[config.mk]
export PLATFORM = sky130hd
export DESIGN_NAME = cpuCore
export DESIGN_NICKNAME = d
export VERILOG_FILES = /design/src/rtl/cpuTypes.sv /design/src/rtl/cpuAlu.sv /design/src/rtl/cpuControl.sv /design/src/rtl/cpuCore.sv /design/src/rtl/cpuDatapath.sv /design/src/rtl/registerFile.sv
export VERILOG_INCLUDE_DIRS = /design/src /design/src/rtl
export SDC_FILE = /design/constraint.sdc
export NUM_CORES = 1
export LEC_CHECK = 0
export ABC_AREA = 1
export BUFFER_PORTS_ARGS = -buffer_cell sky130_fd_sc_hd__buf_4
export CORE_UTILIZATION = 48
export CTS_BUF_LIST = sky130_fd_sc_hd__clkbuf_8
export CTS_CLUSTER_SIZE = 10
export DETAILED_ROUTE_END_ITERATION = 8
export MAX_ROUTING_LAYER = met4
export PLACE_DENSITY = 0.64
export RECOVER_POWER = 50
export SYNTH_ARGS = -nofsm -noshare
export SYNTH_HDL_FRONTEND = slang
export SYNTH_HIERARCHICAL = 1
export SYNTH_SLANG_ARGS = --single-unit
export TNS_END_PERCENT = 1
[constraint.sdc]
create_clock -name CLK -period 10.75 [get_ports CLK]
set_input_delay 2.15 -clock CLK [delete_from_list [all_inputs] [get_ports CLK]]
set_output_delay 2.15 -clock CLK [all_outputs]
set_load 0.005 [all_outputs]
[src/rtl/cpu_settings.svh]
`ifndef CPU_SETTINGS_SVH
`define CPU_SETTINGS_SVH

// data word, address and instruction width
`define DATA_WIDTH 16

// general purpose registers, register 0 reads as zero
`define REG_COUNT 16

// first fetch address after reset
`define RESET_PC 16'h0000

`endif

[src/rtl/cpuTypes.sv]
package cpuTypes;

    // low nibble of the instruction word
    typedef enum logic [3:0] {
        opAdd  = 4'd0,
        opSgt  = 4'd1,
        opSub  = 4'd2,
        opSeq  = 4'd3,
        opJalr = 4'd4,
        opLui  = 4'd5,
        opJal  = 4'd6,
        opAddi = 4'd8,
        opLw   = 4'd9,
        opSw   = 4'd10,
        opBne  = 4'd11,
        opLli  = 4'd15
    } opcodeT;

    // control FSM states
    typedef enum logic [4:0] {
        stFetch,
        stDecode,
        stExecAdd,
        stExecCompare,
        stWriteAlu,
        stWriteGreater,
        stWriteEqual,
        stExecJal,
        stExecJalr,
        stWriteLink,
        stMemAddr,
        stLoadRead,
        stLoadWrite,
        stAddiWrite,
        stStore,
        stBranch,
        stImmCalc,
        stImmWrite
    } stateT;

    typedef enum logic [1:0] {
        aluAdd,
        aluSub,
        aluLoadHigh,
        aluLoadLow
    } aluOpT;

    // ALU operand selects
    typedef enum logic [1:0] {srcAPc, srcARegA, srcARegD} srcAT;
    typedef enum logic [1:0] {srcBRegB, srcBOne, srcBImm} srcBT;

    // register write-back source
    typedef enum logic [1:0] {
        regFromAlu,
        regFromMem,
        regFromEqual,
        regFromGreater
    } regSrcT;

    // pcFromAluOut takes the precomputed branch target
    typedef enum logic {pcFromAlu, pcFromAluOut} pcSrcT;

endpackage

[src/rtl/cpuAlu.sv]
`timescale 1ns/1ns
`include "cpu_settings.svh"

module cpuAlu (
    input  cpuTypes::aluOpT         op,
    input  logic [`DATA_WIDTH-1:0]  a,
    input  logic [`DATA_WIDTH-1:0]  b,
    output logic [`DATA_WIDTH-1:0]  result,
    output logic                    zero,
    output logic                    positive
);
    import cpuTypes::*;

    localparam int halfWidth = `DATA_WIDTH / 2;

    always_comb
    begin
        case (op)
            aluSub:
            begin
                result = a - b;
            end
            aluLoadHigh:
            begin
                result = {b[halfWidth-1:0], {halfWidth{1'b0}}};
            end
            aluLoadLow:
            begin
                // keep the upper half of a
                result = {a[`DATA_WIDTH-1:halfWidth], b[halfWidth-1:0]};
            end
            default:
            begin
                result = a + b;
            end
        endcase
    end

    assign zero     = (result == '0);
    assign positive = !zero && !result[`DATA_WIDTH-1];

endmodule

[src/rtl/cpuControl.sv]
`timescale 1ns/1ns

module cpuControl (
    input  logic              CLK,
    input  logic              Reset,
    input  cpuTypes::opcodeT  opcode,
    input  logic              aluZero,
    input  logic              wbAck,
    output logic              wbCyc,
    output logic              wbStb,
    output logic              wbWe,
    output logic              pcWrite,
    output logic              irWrite,
    output logic              mdrWrite,
    output logic              regWrite,
    output logic              aluOutWrite,
    output logic              useAluOutAddr,
    output cpuTypes::aluOpT   aluOp,
    output cpuTypes::srcAT    srcA,
    output cpuTypes::srcBT    srcB,
    output cpuTypes::regSrcT  regSrc,
    output cpuTypes::pcSrcT   pcSrc
);
    import cpuTypes::*;

    stateT state;
    stateT nextState;
    logic  busActive;
    logic  busDone;

    function automatic logic isAccess(input stateT s);
        return (s == stFetch) || (s == stLoadRead) || (s == stStore);
    endfunction

    assign busDone = busActive && wbAck;

    assign wbCyc = busActive;
    assign wbStb = busActive;
    assign wbWe  = busActive && (state == stStore);

    always_ff @(posedge CLK or posedge Reset)
    begin
        if (Reset)
        begin
            state     <= stFetch;
            busActive <= 1'b0;
        end
        else
        begin
            state <= nextState;
            // drop the cycle after ack, so a store never runs into the next fetch
            busActive <= isAccess(nextState) && !busDone;
        end
    end

    always_comb
    begin
        nextState     = state;
        pcWrite       = 1'b0;
        irWrite       = 1'b0;
        mdrWrite      = 1'b0;
        regWrite      = 1'b0;
        aluOutWrite   = 1'b0;
        useAluOutAddr = 1'b0;
        aluOp         = aluAdd;
        srcA          = srcAPc;
        srcB          = srcBOne;
        regSrc        = regFromAlu;
        pcSrc         = pcFromAlu;

        case (state)
            stFetch:
            begin
                // PC + 1 also lands in ALUOut as the link value
                if (busDone)
                begin
                    irWrite     = 1'b1;
                    pcWrite     = 1'b1;
                    aluOutWrite = 1'b1;
                    nextState   = stDecode;
                end
            end
            stDecode:
            begin
                // bne target precomputed here
                srcB        = srcBImm;
                aluOutWrite = (opcode == opBne);
                case (opcode)
                    opAdd, opSub: nextState = stExecAdd;
                    opSgt, opSeq: nextState = stExecCompare;
                    opJal: nextState = stExecJal;
                    opJalr: nextState = stExecJalr;
                    opAddi, opLw, opSw: nextState = stMemAddr;
                    opBne: nextState = stBranch;
                    opLui, opLli: nextState = stImmCalc;
                    default: nextState = stFetch;
                endcase
            end
            stExecAdd:
            begin
                srcA        = srcARegA;
                srcB        = srcBRegB;
                aluOp       = (opcode == opSub) ? aluSub : aluAdd;
                aluOutWrite = 1'b1;
                nextState   = stWriteAlu;
            end
            stExecCompare:
            begin
                srcA        = srcARegA;
                srcB        = srcBRegB;
                aluOp       = aluSub;
                aluOutWrite = 1'b1;
                nextState   = (opcode == opSgt) ? stWriteGreater : stWriteEqual;
            end
            stWriteAlu, stAddiWrite, stImmWrite, stWriteLink:
            begin
                regWrite  = 1'b1;
                nextState = stFetch;
            end
            stWriteGreater:
            begin
                regWrite  = 1'b1;
                regSrc    = regFromGreater;
                nextState = stFetch;
            end
            stWriteEqual:
            begin
                regWrite  = 1'b1;
                regSrc    = regFromEqual;
                nextState = stFetch;
            end
            stExecJal:
            begin
                srcB      = srcBImm;
                pcWrite   = 1'b1;
                nextState = stWriteLink;
            end
            stExecJalr:
            begin
                // immediate is zero for jalr, so the ALU passes rs through
                srcA      = srcARegA;
                srcB      = srcBImm;
                pcWrite   = 1'b1;
                nextState = stWriteLink;
            end
            stMemAddr:
            begin
                srcA        = srcARegA;
                srcB        = srcBImm;
                aluOutWrite = 1'b1;
                case (opcode)
                    opLw: nextState = stLoadRead;
                    opSw: nextState = stStore;
                    default: nextState = stAddiWrite;
                endcase
            end
            stLoadRead:
            begin
                useAluOutAddr = 1'b1;
                if (busDone)
                begin
                    mdrWrite  = 1'b1;
                    nextState = stLoadWrite;
                end
            end
            stLoadWrite:
            begin
                regWrite  = 1'b1;
                regSrc    = regFromMem;
                nextState = stFetch;
            end
            stStore:
            begin
                useAluOutAddr = 1'b1;
                if (busDone)
                begin
                    nextState = stFetch;
                end
            end
            stBranch:
            begin
                // B holds rd here, taken when rs differs
                srcA      = srcARegA;
                srcB      = srcBRegB;
                aluOp     = aluSub;
                pcSrc     = pcFromAluOut;
                pcWrite   = !aluZero;
                nextState = stFetch;
            end
            stImmCalc:
            begin
                srcA        = srcARegD;
                srcB        = srcBImm;
                aluOp       = (opcode == opLui) ? aluLoadHigh : aluLoadLow;
                aluOutWrite = 1'b1;
                nextState   = stImmWrite;
            end
            default:
            begin
                nextState = stFetch;
            end
        endcase
    end

endmodule

[src/rtl/cpuCore.sv]
`timescale 1ns/1ns
`include "cpu_settings.svh"

module cpuCore (
    input  logic                    CLK,
    input  logic                    Reset,
    output logic                    wbCyc,
    output logic                    wbStb,
    output logic                    wbWe,
    output logic [`DATA_WIDTH-1:0]  wbAdr,
    output logic [`DATA_WIDTH-1:0]  wbDatOut,
    input  logic [`DATA_WIDTH-1:0]  wbDatIn,
    input  logic                    wbAck
);
    import cpuTypes::*;

    logic    pcWrite;
    logic    irWrite;
    logic    mdrWrite;
    logic    regWrite;
    logic    aluOutWrite;
    logic    useAluOutAddr;
    aluOpT   aluOp;
    srcAT    srcA;
    srcBT    srcB;
    regSrcT  regSrc;
    pcSrcT   pcSrc;
    opcodeT  opcode;
    logic    aluZero;

    cpuControl cpuControl_i (
        .CLK           (CLK),
        .Reset         (Reset),
        .opcode        (opcode),
        .aluZero       (aluZero),
        .wbAck         (wbAck),
        .wbCyc         (wbCyc),
        .wbStb         (wbStb),
        .wbWe          (wbWe),
        .pcWrite       (pcWrite),
        .irWrite       (irWrite),
        .mdrWrite      (mdrWrite),
        .regWrite      (regWrite),
        .aluOutWrite   (aluOutWrite),
        .useAluOutAddr (useAluOutAddr),
        .aluOp         (aluOp),
        .srcA          (srcA),
        .srcB          (srcB),
        .regSrc        (regSrc),
        .pcSrc         (pcSrc)
    );

    cpuDatapath cpuDatapath_i (
        .CLK           (CLK),
        .Reset         (Reset),
        .pcWrite       (pcWrite),
        .irWrite       (irWrite),
        .mdrWrite      (mdrWrite),
        .regWrite      (regWrite),
        .aluOutWrite   (aluOutWrite),
        .useAluOutAddr (useAluOutAddr),
        .aluOp         (aluOp),
        .srcA          (srcA),
        .srcB          (srcB),
        .regSrc        (regSrc),
        .pcSrc         (pcSrc),
        .wbDatIn       (wbDatIn),
        .wbAdr         (wbAdr),
        .wbDatOut      (wbDatOut),
        .opcode        (opcode),
        .aluZero       (aluZero)
    );

endmodule

[src/rtl/cpuDatapath.sv]
`timescale 1ns/1ns
`include "cpu_settings.svh"

module cpuDatapath (
    input  logic                    CLK,
    input  logic                    Reset,
    input  logic                    pcWrite,
    input  logic                    irWrite,
    input  logic                    mdrWrite,
    input  logic                    regWrite,
    input  logic                    aluOutWrite,
    input  logic                    useAluOutAddr,
    input  cpuTypes::aluOpT         aluOp,
    input  cpuTypes::srcAT          srcA,
    input  cpuTypes::srcBT          srcB,
    input  cpuTypes::regSrcT        regSrc,
    input  cpuTypes::pcSrcT         pcSrc,
    input  logic [`DATA_WIDTH-1:0]  wbDatIn,
    output logic [`DATA_WIDTH-1:0]  wbAdr,
    output logic [`DATA_WIDTH-1:0]  wbDatOut,
    output cpuTypes::opcodeT        opcode,
    output logic                    aluZero
);
    import cpuTypes::*;

    localparam int regAddrWidth = $clog2(`REG_COUNT);

    logic [`DATA_WIDTH-1:0]  pc;
    logic [`DATA_WIDTH-1:0]  ir;
    logic [`DATA_WIDTH-1:0]  mdr;
    logic [`DATA_WIDTH-1:0]  regA;
    logic [`DATA_WIDTH-1:0]  regB;
    logic [`DATA_WIDTH-1:0]  regD;
    logic [`DATA_WIDTH-1:0]  aluOut;
    logic                    equalFlag;
    logic                    greaterFlag;
    logic [regAddrWidth-1:0] rdField;
    logic [regAddrWidth-1:0] rsField;
    logic [regAddrWidth-1:0] rtField;
    logic [regAddrWidth-1:0] addrB;
    logic [`DATA_WIDTH-1:0]  readA;
    logic [`DATA_WIDTH-1:0]  readB;
    logic [`DATA_WIDTH-1:0]  readD;
    logic [`DATA_WIDTH-1:0]  immediate;
    logic [`DATA_WIDTH-1:0]  aluA;
    logic [`DATA_WIDTH-1:0]  aluB;
    logic [`DATA_WIDTH-1:0]  aluResult;
    logic                    aluPositive;
    logic [`DATA_WIDTH-1:0]  writeBack;

    assign opcode  = opcodeT'(ir[3:0]);
    assign rdField = ir[15:12];
    assign rsField = ir[11:8];
    assign rtField = ir[7:4];

    // bne compares rs against rd on the B port
    assign addrB = (opcode == opBne) ? rdField : rtField;

    always_comb
    begin
        case (opcode)
            opJal: immediate = {{(`DATA_WIDTH-8){ir[11]}}, ir[11:4]};
            opLui, opLli: immediate = {{(`DATA_WIDTH-8){1'b0}}, ir[11:4]};
            opJalr: immediate = '0;
            default: immediate = {{(`DATA_WIDTH-4){ir[7]}}, ir[7:4]};
        endcase
    end

    always_comb
    begin
        case (srcA)
            srcARegA: aluA = regA;
            srcARegD: aluA = regD;
            default: aluA = pc;
        endcase
        case (srcB)
            srcBRegB: aluB = regB;
            srcBImm: aluB = immediate;
            default: aluB = `DATA_WIDTH'(1);
        endcase
    end

    always_comb
    begin
        case (regSrc)
            regFromMem: writeBack = mdr;
            regFromEqual: writeBack = `DATA_WIDTH'(equalFlag);
            regFromGreater: writeBack = `DATA_WIDTH'(greaterFlag);
            default: writeBack = aluOut;
        endcase
    end

    always_ff @(posedge CLK or posedge Reset)
    begin
        if (Reset)
        begin
            pc          <= `RESET_PC;
            ir          <= '0;
            mdr         <= '0;
            regA        <= '0;
            regB        <= '0;
            regD        <= '0;
            aluOut      <= '0;
            equalFlag   <= 1'b0;
            greaterFlag <= 1'b0;
        end
        else
        begin
            // operand registers follow the register file every cycle
            regA <= readA;
            regB <= readB;
            regD <= readD;
            if (pcWrite)
            begin
                pc <= (pcSrc == pcFromAluOut) ? aluOut : aluResult;
            end
            if (irWrite)
            begin
                ir <= wbDatIn;
            end
            if (mdrWrite)
            begin
                mdr <= wbDatIn;
            end
            if (aluOutWrite)
            begin
                aluOut      <= aluResult;
                equalFlag   <= aluZero;
                greaterFlag <= aluPositive;
            end
        end
    end

    assign wbAdr    = useAluOutAddr ? aluOut : pc;
    assign wbDatOut = regD;

    registerFile registerFile_i (
        .CLK         (CLK),
        .Reset       (Reset),
        .readAddrA   (rsField),
        .readAddrB   (addrB),
        .readAddrD   (rdField),
        .writeAddr   (rdField),
        .writeEnable (regWrite),
        .writeData   (writeBack),
        .readDataA   (readA),
        .readDataB   (readB),
        .readDataD   (readD)
    );

    cpuAlu cpuAlu_i (
        .op       (aluOp),
        .a        (aluA),
        .b        (aluB),
        .result   (aluResult),
        .zero     (aluZero),
        .positive (aluPositive)
    );

endmodule

[src/rtl/registerFile.sv]
`timescale 1ns/1ns
`include "cpu_settings.svh"

module registerFile (
    input  logic                          CLK,
    input  logic                          Reset,
    input  logic [$clog2(`REG_COUNT)-1:0] readAddrA,
    input  logic [$clog2(`REG_COUNT)-1:0] readAddrB,
    input  logic [$clog2(`REG_COUNT)-1:0] readAddrD,
    input  logic [$clog2(`REG_COUNT)-1:0] writeAddr,
    input  logic                          writeEnable,
    input  logic [`DATA_WIDTH-1:0]        writeData,
    output logic [`DATA_WIDTH-1:0]        readDataA,
    output logic [`DATA_WIDTH-1:0]        readDataB,
    output logic [`DATA_WIDTH-1:0]        readDataD
);
    logic [`DATA_WIDTH-1:0] regs [`REG_COUNT];

    always_ff @(posedge CLK or posedge Reset)
    begin
        if (Reset)
        begin
            for (int i = 0; i < `REG_COUNT; i++)
            begin
                regs[i] <= '0;
            end
        end
        else if (writeEnable)
        begin
            regs[writeAddr] <= writeData;
        end
    end

    // register 0 is hardwired
    assign readDataA = (readAddrA == '0) ? '0 : regs[readAddrA];
    assign readDataB = (readAddrB == '0) ? '0 : regs[readAddrB];
    assign readDataD = (readAddrD == '0) ? '0 : regs[readAddrD];

endmodule

==> impl_metrics.toml <==
[status]
status = "complete, but fails checks"
violations = "max-capacitance violations, max-slew violations"

[global_route]
antenna_found_initial = 1
gr-total-overflow = 0
grt_pass1_wl_microns = 147000
grt_max_degree = 139
grt_usage_pct = 37.2
grt_pass1_vias = 24100

[synth]
synth_top_area_share_pct = 37.2
ys.warnings.count = 6
ys_seq_area_share_pct = 37.2
syn_avg_cell_area_sq_um = 6.35
async_reset_ff_share_pct = 100
synthCells = 3983
synth-edff-count = 0
synth.area.top_cells = "dfrtp_1 37%, nand2_1 23%, nand3_1 11%"
ys_dominant_reg_cell = "dfrtp_1"
synth_common_cells = "1572 x nand2_1, 578 x nand3_1, 482 x inv_1"
syn-cell-area_sq_um = 25300
yosysMostFrequentCell = "nand2_1"
netlist-cell-type-count = 45
syn-num-nets = 4021
yosysTopAreaCell = "dfrtp_1"
ys_ff_latch = 376

[worst_setup_path]
cp_data_required_time_ns = 11.28
critPathSlowestCell = "clkbuf_1"
reg2regPathDepth = 5
cp_common_cell = "clkbuf_1"
rr_endpoint = "cpuDatapath_i/registerFile_i/regs[70]"
r2r_start = "cpuDatapath_i/ir[12]"
cp.depth = 5
crit_buf_inv = 3
end_kind = "flop"
endpoint = "cpuDatapath_i/registerFile_i/regs[70]"
startpoint = "cpuDatapath_i/ir[12]"
worst-r2r-setup-slack_ns = 3.03
path_cells = "clkbuf_1, clkbuf_1, nand3_1, clkbuf_1, o21ai_0"
crit_family = "buffers and inverters"
crit_path_start_kind = "flop"
cp_max_fo = 59
path_class = "reg -> reg"
cp.arrival_ns = 8.25
cpPeakStageDelay_ns = 2.50

[floorplanning]
dieArea_sq_um = 53600
initial_utilization_pct = 48.9
rows = 83
io_pins = 54
coreArea_sq_um = 51700
die_height_microns = 232
die_w_microns = 232

[timing]
setup_viol = 0
period_needed_ns = 7.72
fin_skew_ns = 0.0442
period_share_pct = 71.8
max_clock_freq_mhz = 130
hold_violations = 0
tns_ns = 0
maxSlewViolCount = 815
rsz0062_at_grt = "no"
tightest_slew_ns = 5.32
slew_headroom_pct = -255

[detailed_routing]
vias = 26200
viasPerCell = 5.67
met3_length_microns = 10200
dr.pass1.iters = 6
wl_per_cell_microns = 20.7
first_iter_violations = 3300
met1_length_microns = 40300
wl_microns = 95700
drc = 0
ant_nets = 0
top_layer_used = "met4"
wl_met2_microns = 40700

[clocking]
cts_buffer_depth = 3
cts_buffers = 70
cts_root_buffer = "clkbuf_8"
ctsResizeCount = 0
post-cts-setup-buffer-count = 0
cts_tree = "yes"
htreeDepth = 3
cts.clk_slew.worst_paths_ns = 0.06
clk_latency_ns = 0.66
cts.sinks = 376
hold_buffers = 0

[place]
gp_congestion = 0.967
io_buffers = 53
hpwl_microns = 60100

[run]
maxCapViolCount = 19

[layout]
synthToLayoutAreaGrowth_pct = 7.27
fin_nets = 3940
drive_above_1_share_pct = 7.21

[worst_hold_path]
whs_path_depth = 2
min_path_type = "reg -> reg"
[stage by stage]
step | instances | setup WS (ns) | util, % | area (sq um) | hold slack (ns)
global route | 4632 | 2.94 | 52.4 | 27100 | 0.493
CTS | 4631 | 4.80 | 52.7 | 27200 | 0.486
detailed placement | 4510 | 4.83 | 50.0 | 25900 | 0.473
global placement | 4510 | 4.94 | 50.0 | 25900 | 0.466
floorplan | 3983 | 1.56 | - | 25300 | 0.453
finish | 4632 | 3.03 | 52.4 | 27100 | 0.480
[tightest hold or removal path, delay by kind of cell (launching register included)]
kind | cells | cell delay [ns]
AO/OA/AOI/OAI | 1 | 0.06
AND/OR/NAND/NOR | 1 | 0.05
flip-flops | 1 | 0.33
[flip-flops by register name (all words and copies together), names as in the netlist]
signal,cells
cpuControl_i/wbCyc,1
cpuDatapath_i/mdr,16
cpuDatapath_i/regA,16
cpuDatapath_i/registerFile_i/regs,256
cpuDatapath_i/wbDatOut,16
cpuDatapath_i/pc,16
cpuDatapath_i/ir,16
cpuDatapath_i/greaterFlag,1
cpuDatapath_i/aluOut,16
cpuDatapath_i/equalFlag,1
cpuDatapath_i/regB,16
cpuControl_i/state,5
[metal layers]
layer	vias up	global-route usage [%]
met5	-	-
met4	0	17.2
met3	303	6.46
met2	1487	53.5
met1	12100	50.7
li1	12300	-
[how the worst min path moves through the flow]
stage	from	endpoint	slack [ns]
2_1_floorplan	cpuDatapath_i/registerFile_i/regs[0]	cpuDatapath_i/registerFile_i/regs[0]	0.45
3_3_place_gp	cpuDatapath_i/registerFile_i/regs[17]	cpuDatapath_i/registerFile_i/regs[17]	0.47
3_5_place_dp	cpuDatapath_i/registerFile_i/regs[199]	cpuDatapath_i/registerFile_i/regs[199]	0.47
4_1_cts	cpuDatapath_i/registerFile_i/regs[31]	cpuDatapath_i/registerFile_i/regs[31]	0.49
5_1_grt	cpuDatapath_i/registerFile_i/regs[127]	cpuDatapath_i/registerFile_i/regs[127]	0.49
6_report	cpuDatapath_i/registerFile_i/regs[34]	cpuDatapath_i/registerFile_i/regs[34]	0.48
[cell usage in the layout, fill, tap and decap left out, types with 16 or more instances in the layout]
master,synthesis,layout
nand2_1,1572,1571
nand3_1,578,580
inv_1,482,498
dfrtp_1,376,373
o21ai_0,295,301
clkbuf_8,0,90
a21oi_1,84,84
buf_4,16,83
nor2_1,75,71
o21ai_1,71,61
inv_2,32,24
nor2_2,15,18
ha_1,18,18
o211ai_1,17,17
a22oi_1,17,17
o22ai_1,17,17
clkinv_2,1,16
[final cells by class]
cell class | count | area (sq um)
diodes | 1 | 2.50
well taps | 680 | 851
flip-flops and latches | 376 | 9410
repair buffers | 99 | 719
clock inverters | 31 | 145
inverters | 516 | 1960
multi-input cells | 2839 | 12800
clock buffers | 90 | 1240
fillers | 5372 | 24600
[kinds of logic after synthesis]
logic type               Yosys count  synth area share (%)
AND/OR/NAND/NOR                 2290                  38.0
flip-flops                       376                  37.2
adder cells (fa/ha/maj)           19                 0.970
multiplexers                       6                 0.267
buffers and inverters            768                  12.4
XOR/XNOR                          14                 0.485
AO/OA/AOI/OAI                    510                  10.7
Power is not shown: default switching activity piles up to over one toggle a cycle in this logic, so the estimate is an artifact.
